[src/hdl/rv_core_pkg.sv]
package rv_core_pkg;

    localparam int XLEN       = 32;
    localparam int REG_COUNT  = 32;
    localparam int APB_ADDR_W = 8;

    typedef logic [4:0]      reg_idx_t;
    typedef logic [XLEN-1:0] word_t;

    // apb address map
    localparam logic [APB_ADDR_W-1:0] ISSUE_ADDR = 8'h00;
    localparam logic [APB_ADDR_W-1:0] REG_BASE   = 8'h80;   // x0..x31 at 0x80..0xfc

    localparam logic [6:0] OPC_OP     = 7'b0110011;
    localparam logic [6:0] OPC_OP_IMM = 7'b0010011;

    // funct3 codes shared by OP and OP-IMM
    localparam logic [2:0] F3_ADD  = 3'b000;
    localparam logic [2:0] F3_SLL  = 3'b001;
    localparam logic [2:0] F3_SLT  = 3'b010;
    localparam logic [2:0] F3_SLTU = 3'b011;
    localparam logic [2:0] F3_XOR  = 3'b100;
    localparam logic [2:0] F3_SR   = 3'b101;
    localparam logic [2:0] F3_OR   = 3'b110;
    localparam logic [2:0] F3_AND  = 3'b111;

    typedef enum logic [3:0] {
        ALU_ADD, ALU_SUB, ALU_AND, ALU_OR, ALU_XOR,
        ALU_SLT, ALU_SLTU, ALU_SLL, ALU_SRL, ALU_SRA
    } alu_op_e;

    typedef struct packed {
        logic [6:0] funct7;
        reg_idx_t   rs2;
        reg_idx_t   rs1;
        logic [2:0] funct3;
        reg_idx_t   rd;
        logic [6:0] opcode;
    } r_fmt_t;

    typedef struct packed {
        logic [11:0] imm12;
        reg_idx_t    rs1;
        logic [2:0]  funct3;
        reg_idx_t    rd;
        logic [6:0]  opcode;
    } i_fmt_t;

    typedef union packed {
        r_fmt_t r;
        i_fmt_t i;
    } instr_u;

    typedef struct packed {
        logic     valid;
        alu_op_e  alu_op;
        reg_idx_t rs1;
        reg_idx_t rs2;
        reg_idx_t rd;
        logic     use_imm;
        word_t    imm;      // already sign extended
        logic     reg_write;
    } dec_op_t;

    typedef struct packed {
        logic     valid;
        alu_op_e  alu_op;
        reg_idx_t rd;
        logic     reg_write;
        word_t    a;
        word_t    b;
    } exe_op_t;

    typedef struct packed {
        logic     valid;
        reg_idx_t rd;
        word_t    value;
    } wb_t;

endpackage

[src/hdl/apb_issue_port.sv]
`timescale 1ns/100ps

module apb_issue_port (
    input  logic                              clk,
    input  logic                              rst_n,
    input  logic                              psel,
    input  logic                              penable,
    input  logic                              pwrite,
    input  logic [rv_core_pkg::APB_ADDR_W-1:0] paddr,
    input  rv_core_pkg::word_t                pwdata,
    output rv_core_pkg::word_t                prdata,
    output logic                              pready,
    output logic                              pslverr,
    input  logic                              pipe_busy,
    output rv_core_pkg::reg_idx_t             rd_idx,
    input  rv_core_pkg::word_t                rd_data,
    output logic                              issue_valid,
    output rv_core_pkg::word_t                issue_instr
);
    import rv_core_pkg::*;

    logic [APB_ADDR_W-1:0] reg_offset;
    logic                  is_issue_wr;
    logic                  is_reg_rd;
    logic                  is_bad;
    logic                  access;
    logic                  busy;

    assign reg_offset  = paddr - REG_BASE;
    assign is_issue_wr = pwrite && (paddr == ISSUE_ADDR);
    assign is_reg_rd   = !pwrite && (paddr >= REG_BASE) && (paddr[1:0] == 2'b00);
    assign is_bad      = !is_issue_wr && !is_reg_rd;
    assign access      = psel && penable;

    // an issued word is still in the apb port for one cycle
    assign busy = pipe_busy | issue_valid;

    assign rd_idx  = reg_offset[6:2];
    assign pready  = access && (is_issue_wr || is_bad || (is_reg_rd && !busy));
    assign pslverr = access && is_bad;
    assign prdata  = (access && is_reg_rd) ? rd_data : '0;

    always_ff @(posedge clk) begin
        if (!rst_n) begin
            issue_valid <= 1'b0;
        end else begin
            issue_valid <= pready && is_issue_wr;   // single cycle pulse
        end
    end

    always_ff @(posedge clk) begin
        if (pready && is_issue_wr) begin
            issue_instr <= pwdata;
        end
    end

endmodule

[src/hdl/decode_stage.sv]
`timescale 1ns/100ps

module decode_stage (
    input  logic                 clk,
    input  logic                 rst_n,
    input  logic                 issue_valid,
    input  rv_core_pkg::word_t   issue_instr,
    output rv_core_pkg::dec_op_t dec
);
    import rv_core_pkg::*;

    instr_u  ins;
    dec_op_t dec_d;
    logic    known;

    // alt selects SUB over ADD and SRA over SRL
    function automatic alu_op_e alu_sel(input logic [2:0] funct3, input logic alt);
        case (funct3)
            F3_ADD:  return alt ? ALU_SUB : ALU_ADD;
            F3_SLL:  return ALU_SLL;
            F3_SLT:  return ALU_SLT;
            F3_SLTU: return ALU_SLTU;
            F3_XOR:  return ALU_XOR;
            F3_SR:   return alt ? ALU_SRA : ALU_SRL;
            F3_OR:   return ALU_OR;
            F3_AND:  return ALU_AND;
            default: return ALU_ADD;
        endcase
    endfunction

    assign ins = issue_instr;

    always_comb begin
        dec_d         = '0;
        known         = 1'b1;
        dec_d.valid   = issue_valid;
        dec_d.rs1     = ins.r.rs1;
        dec_d.rs2     = ins.r.rs2;
        dec_d.rd      = ins.r.rd;
        dec_d.imm     = {{(XLEN-12){ins.i.imm12[11]}}, ins.i.imm12};
        dec_d.alu_op  = ALU_ADD;
        case (ins.r.opcode)
            OPC_OP: begin
                dec_d.alu_op = alu_sel(ins.r.funct3, ins.r.funct7[5]);
            end
            OPC_OP_IMM: begin
                dec_d.use_imm = 1'b1;
                // no SUBI, so bit 30 only matters for shifts
                dec_d.alu_op  = alu_sel(ins.i.funct3,
                                        (ins.i.funct3 == F3_SR) && ins.i.imm12[10]);
            end
            default: known = 1'b0;   // no-op
        endcase
        dec_d.reg_write = known && (ins.r.rd != '0);
    end

    always_ff @(posedge clk) begin
        dec <= dec_d;
        if (!rst_n) begin
            dec.valid <= 1'b0;
        end
    end

endmodule

[src/hdl/operand_stage.sv]
`timescale 1ns/100ps

module operand_stage (
    input  logic                  clk,
    input  logic                  rst_n,
    input  rv_core_pkg::dec_op_t  dec,
    input  rv_core_pkg::wb_t      wb,
    input  rv_core_pkg::reg_idx_t rd_idx,
    output rv_core_pkg::word_t    rd_data,
    output rv_core_pkg::exe_op_t  exe,
    output logic                  pipe_busy
);
    import rv_core_pkg::*;

    word_t   regs [REG_COUNT];
    exe_op_t exe_d;

    // register read with bypass from the write-back record
    function automatic word_t read_fwd(input reg_idx_t idx);
        if (idx == '0) begin
            return '0;
        end else if (wb.valid && (wb.rd == idx)) begin
            return wb.value;
        end
        return regs[idx];
    endfunction

    always_ff @(posedge clk) begin
        if (!rst_n) begin
            for (int i = 0; i < REG_COUNT; i++) begin
                regs[i] <= '0;
            end
        end else if (wb.valid && (wb.rd != '0)) begin
            regs[wb.rd] <= wb.value;
        end
    end

    always_comb begin
        rd_data = read_fwd(rd_idx);
    end

    always_comb begin
        exe_d.valid     = dec.valid;
        exe_d.alu_op    = dec.alu_op;
        exe_d.rd        = dec.rd;
        exe_d.reg_write = dec.reg_write;
        exe_d.a         = read_fwd(dec.rs1);
        exe_d.b         = dec.use_imm ? dec.imm : read_fwd(dec.rs2);
    end

    always_ff @(posedge clk) begin
        exe <= exe_d;
        if (!rst_n) begin
            exe.valid <= 1'b0;
        end
    end

    assign pipe_busy = dec.valid | exe.valid | wb.valid;

endmodule

[src/hdl/execute_stage.sv]
`timescale 1ns/100ps

module execute_stage (
    input  logic                 clk,
    input  logic                 rst_n,
    input  rv_core_pkg::exe_op_t exe,
    output rv_core_pkg::wb_t     wb
);
    import rv_core_pkg::*;

    word_t      result;
    logic [4:0] shamt;

    assign shamt = exe.b[4:0];   // rv32 shift amount

    always_comb begin
        case (exe.alu_op)
            ALU_ADD:  result = exe.a + exe.b;
            ALU_SUB:  result = exe.a - exe.b;
            ALU_AND:  result = exe.a & exe.b;
            ALU_OR:   result = exe.a | exe.b;
            ALU_XOR:  result = exe.a ^ exe.b;
            ALU_SLT:  result = {{(XLEN-1){1'b0}}, $signed(exe.a) < $signed(exe.b)};
            ALU_SLTU: result = {{(XLEN-1){1'b0}}, exe.a < exe.b};
            ALU_SLL:  result = exe.a << shamt;
            ALU_SRL:  result = exe.a >> shamt;
            ALU_SRA:  result = $signed(exe.a) >>> shamt;
            default:  result = '0;
        endcase
    end

    always_ff @(posedge clk) begin
        wb.rd    <= exe.rd;
        wb.value <= result;
        if (!rst_n) begin
            wb.valid <= 1'b0;
        end else begin
            wb.valid <= exe.valid && exe.reg_write;   // no-ops retire silently
        end
    end

endmodule

[src/hdl/rv_core_top.sv]
`timescale 1ns/100ps

module rv_core_top (
    input  logic                              clk,
    input  logic                              rst_n,
    input  logic                              psel,
    input  logic                              penable,
    input  logic                              pwrite,
    input  logic [rv_core_pkg::APB_ADDR_W-1:0] paddr,
    input  rv_core_pkg::word_t                pwdata,
    output rv_core_pkg::word_t                prdata,
    output logic                              pready,
    output logic                              pslverr
);
    import rv_core_pkg::*;

    logic     issue_valid;
    word_t    issue_instr;
    logic     pipe_busy;
    reg_idx_t rd_idx;
    word_t    rd_data;

    dec_op_t  dec;
    exe_op_t  exe;
    wb_t      wb;

    apb_issue_port u_apb_issue_port (
        .clk         (clk),
        .rst_n       (rst_n),
        .psel        (psel),
        .penable     (penable),
        .pwrite      (pwrite),
        .paddr       (paddr),
        .pwdata      (pwdata),
        .prdata      (prdata),
        .pready      (pready),
        .pslverr     (pslverr),
        .pipe_busy   (pipe_busy),
        .rd_idx      (rd_idx),
        .rd_data     (rd_data),
        .issue_valid (issue_valid),
        .issue_instr (issue_instr)
    );

    decode_stage u_decode_stage (
        .clk         (clk),
        .rst_n       (rst_n),
        .issue_valid (issue_valid),
        .issue_instr (issue_instr),
        .dec         (dec)
    );

    operand_stage u_operand_stage (
        .clk       (clk),
        .rst_n     (rst_n),
        .dec       (dec),
        .wb        (wb),
        .rd_idx    (rd_idx),
        .rd_data   (rd_data),
        .exe       (exe),
        .pipe_busy (pipe_busy)
    );

    execute_stage u_execute_stage (
        .clk   (clk),
        .rst_n (rst_n),
        .exe   (exe),
        .wb    (wb)
    );

endmodule

[config.mk]
export PLATFORM = sky130hd
export DESIGN_NAME = rv_core_top
export DESIGN_NICKNAME = d
export VERILOG_FILES = /design/src/hdl/rv_core_pkg.sv /design/src/hdl/apb_issue_port.sv /design/src/hdl/decode_stage.sv /design/src/hdl/operand_stage.sv /design/src/hdl/execute_stage.sv /design/src/hdl/rv_core_top.sv
export SDC_FILE = /design/constraint.sdc
export NUM_CORES = 2
export LEC_CHECK = 0
export BUFFER_PORTS_ARGS = -buffer_cell sky130_fd_sc_hd__buf_2
export CORE_MARGIN = 2
export CORE_UTILIZATION = 40
export CTS_BUF_LIST = sky130_fd_sc_hd__clkbuf_8
export DETAILED_ROUTE_END_ITERATION = 8
export PLACE_DENSITY = 0.64
export SLEW_MARGIN = 20
export SYNTH_ARGS = -nofsm -noshare
export SYNTH_HDL_FRONTEND = slang
export SYNTH_SLANG_ARGS = --single-unit
export TNS_END_PERCENT = 20
[constraint.sdc]
create_clock -name clk -period 7.67 [get_ports clk]
set_clock_uncertainty 0.15 [all_clocks]
set_input_delay 1.1505 -clock clk [delete_from_list [all_inputs] [get_ports clk]]
set_output_delay 1.1505 -clock clk [all_outputs]
set_load 0.02 [all_outputs]
==> impl_metrics.py <==
metrics = {
    "run_status": {
        "outcome": "finished, violations left",
        "violations": "design-rule violations",
    },
    "cells_and_area": {
        "area_delta_synth_final_pct": 10.29,
        "fill_cells": 16710,
        "final_cells": 7982,
        "finalNetCount": 5449,
        "drive_gt1_share_pct": 30.34,
        "final_util_pct": 44.37,
    },
    "critical_path": {
        "path_max_fanout": 42,
        "end_kind": "output port",
        "crit_chain": "buf_8, buf_12, nor3_1, nand2_2, nand4b_1, buf_4, a311oi_1, buf_4, buf_2",
        "cp-endpoint": "prdata[16]",
        "crit_type": "input port to output port",
        "timing.rr.end": "u_execute_stage.wb[30]$_DFF_P_",
        "crit_top_cell": "buf_4",
        "cp_top_family": "buffers and inverters",
        "cp.depth": 9,
        "max_stage_delay_ns": 0.77,
        "required_ns": 6.37,
        "worstPathArrival_ns": 4.50,
        "reg2reg_from": "u_operand_stage.exe[0]$_DFF_P_",
        "startpoint": "paddr[2]",
        "crit_path_start_kind": "input port",
        "critPathBufInv": 5,
        "rrSetupSlack_ns": 2.84,
        "reg2reg_depth": 11,
        "crit_slowest_cell": "a311oi_1",
    },
    "hold_path": {
        "worstHoldPathType": "input port to flip-flop",
    },
    "die": {
        "core_mm2": 0.1878,
        "rows": 159,
        "start_util_pct": 40.23,
        "dieWidth_um": 438.6,
        "die_h_um": 438.6,
        "num_io_pins": 79,
        "dieArea_mm2": 0.1924,
    },
    "place": {
        "routabilityCongestion": 0.9320,
        "dp_hpwl_mm": 172.8,
        "numPortBuffers": 78,
        "placed_cells": 7593,
    },
    "synthesis": {
        "synth_top_family_by_area": "multiplexers",
        "synth_area_per_cell_um2": 14.02,
        "synthAdderAreaFrac_pct": 1.659,
        "synth_edf_count": 1056,
        "syn-instance-count": 5387,
        "ys_async_sr_fraction_pct": 0,
        "synth-compound-area-share_pct": 5.494,
        "synth_cell_types": 80,
        "syn_area_mm2": 0.07555,
        "ys_seq_area_share_pct": 45.76,
        "synth-simple-area-share_pct": 11.87,
        "synth_xor_area_share_pct": 0.4753,
        "yosys_warnings": 0,
        "synthMuxAreaShare_pct": 31.22,
        "synth_top_flop_cell": "edfxtp_1",
        "synth_seq_cells": 1199,
    },
    "clock_tree": {
        "clockRootBuffer": "clkbuf_8",
        "cts_resized": 0,
        "cts_hold_buf": 0,
        "htreeDepth": 4,
        "cts_made_buffers": 203,
        "clk_pin_slew_worst_paths_ns": 0.06,
        "clockBufferDepth": 3,
        "cts_tree": "built",
        "post-cts-setup-buffers": 0,
        "clk_latency_ns": 0.99,
        "clock_sinks": 1199,
    },
    "global_route": {
        "grt_pass1_vias": 52590,
        "antenna_found_initial": 21,
        "grt_overflow": 0,
        "grt_usage_pct": 29.56,
        "grt_max_degree": 138,
        "grt_pass1_wl_mm": 400.2,
    },
    "job": {
        "drv_cap": 0,
    },
    "timing": {
        "fmax_mhz": 172.4,
        "final-hold-violation-count": 0,
        "tightest_slew_ns": 1.257,
        "period_share_pct": 75.65,
        "fin_tns_setup_ns": 0,
        "drv_slew": 0,
        "setup_viol": 0,
        "slew_headroom_pct": 15.90,
        "finalCriticalPeriod_ns": 5.802,
        "rsz0062_at_grt": "false",
    },
    "power_and_ir_drop": {
        "peakVddDrop_mv": 0.1693,
        "power.leakage_nw": 29.63,
        "powerDensity_mw_per_mm2": 181.1,
    },
    "drt": {
        "drcViolationCount": 2,
        "drtIter0Drc": 8803,
        "ant_nets": 0,
        "dr.pass1.iters": 7,
        "vias": 53600,
        "vias_per_cell": 6.716,
        "totalWireLength_mm": 286.4,
        "wire_per_inst_um": 35.88,
    },
}
## layer usage
layer	share of wire [%]	track usage, %
met1	35	38.18
met5	0.023	0
met3	14	9.423
met2	45	44.53
met4	6.1	15.61
## kinds of logic (layout without fill, tap and decap cells)
logic type	after synthesis	count (layout)
buf+inv	680	740
other cells	1	41
simple gates	1623	1623
mux	1122	1122
flops	1199	1199
fa+ha+maj	99	99
compound gates	622	622
xor+xnor	41	41
## placed cells by master (no fill, tap or decap), drive strengths merged, types with 78 or more instances in the layout
cell type,synthesis,final
ha,97,97
dfxtp,143,143
edfxtp,1056,1056
nand2,193,193
nor2,279,279
clkinv,2,78
inv,108,172
clkbuf,419,218
mux2i,115,115
buf,151,252
a21oi,167,167
o21ai,119,119
and2,1002,1002
mux4,985,985
## metrics by stage
step / hold WS (ns) / instance area (µm²) / setup slack (ns) / total power [mW]
6_report: 0.1761 / 83320 / 1.868 / 15.09
5_1_grt: 0.1327 / 83310 / 1.750 / 15.45
4_1_cts: 0.08366 / 83240 / 1.976 / 15.08
3_5_place_dp: 0.1621 / 79120 / 1.967 / 9.183
3_3_place_gp: 0.1609 / 79120 / 1.994 / 9.156
2_1_floorplan: 0.1596 / 75660 / 1.810 / 8.556
## where the power goes
| part | leakage, nW | switching [mW] | internal [mW] | total (mW) |
|---|---|---|---|---|
| registers | 12.0 | 0.197 | 7.31 | 7.51 |
| logic | 15.3 | 0.967 | 0.634 | 1.60 |
| clock network | 2.31 | 2.91 | 3.06 | 5.98 |
| total | 29.6 | 4.08 | 11.0 | 15.1 |
## cells in the mapped netlist (9+ instances only)
master / number / share of area, %
a211oi_1: 61 / 0.61
a21o_1: 15 / 0.15
a21oi_1: 167 / 1.1
a221oi_1: 57 / 0.66
a22oi_1: 9 / 0.089
a311oi_1: 34 / 0.39
a31oi_1: 14 / 0.12
and2_1: 1001 / 8.3
buf_1: 92 / 0.46
buf_2: 54 / 0.36
clkbuf_1: 419 / 2.1
dfxtp_1: 143 / 3.8
edfxtp_1: 1056 / 42
ha_1: 97 / 1.6
inv_1: 106 / 0.53
mux2_2: 20 / 0.30
mux2i_1: 115 / 1.5
mux4_2: 985 / 29
nand2_1: 193 / 0.96
nand2b_1: 16 / 0.13
nand3_1: 18 / 0.12
nand4_1: 9 / 0.075
nor2_1: 279 / 1.4
nor2b_1: 20 / 0.17
nor3_1: 28 / 0.19
nor4_1: 14 / 0.12
o211ai_1: 37 / 0.37
o21a_1: 10 / 0.099
o21ai_0: 109 / 0.72
o21ai_1: 9 / 0.060
o21bai_1: 17 / 0.17
o221ai_1: 10 / 0.12
o22ai_1: 14 / 0.12
xnor2_1: 26 / 0.30
xor2_1: 15 / 0.17
## sequential cells by signal, summed over array words and instances, names as in the netlist
register and cells:
u_apb_issue_port.issue_instr 32, u_apb_issue_port.issue_valid 1, u_operand_stage.exe 75, u_execute_stage.wb 38
u_decode_stage.dec 29, u_operand_stage.regs 1024
## area by class of cell
type,count,area [µm²],area share (%)
tap,2495,3122,3.747
clock inverter,160,1114,1.336
multi-input combinational,3539,39090,46.91
antenna,9,22.52,0.02703
timing repair buffer,252,1946,2.335
inverter,110,417.9,0.5015
clock buffer,218,3000,3.601
sequential,1199,34610,41.54
## how the worst min path moves through the flow
stage | startpoint | endpoint | slack [ns] | cells past startpoint
2_1_floorplan | u_operand_stage.exe[65]$_DFF_P_ | u_execute_stage.wb[32]$_DFF_P_ | 0.16 | 0
3_3_place_gp | u_operand_stage.exe[66]$_DFF_P_ | u_execute_stage.wb[33]$_DFF_P_ | 0.16 | 0
3_5_place_dp | u_operand_stage.exe[66]$_DFF_P_ | u_execute_stage.wb[33]$_DFF_P_ | 0.16 | 0
4_1_cts | pwdata[14] | u_apb_issue_port.issue_instr[14]$_DFFE_PP_ | 0.08 | 1
5_1_grt | pwdata[14] | u_apb_issue_port.issue_instr[14]$_DFFE_PP_ | 0.13 | 1
6_report | pwdata[14] | u_apb_issue_port.issue_instr[14]$_DFFE_PP_ | 0.18 | 1
Note: power is estimated with default switching activity, not from simulation.
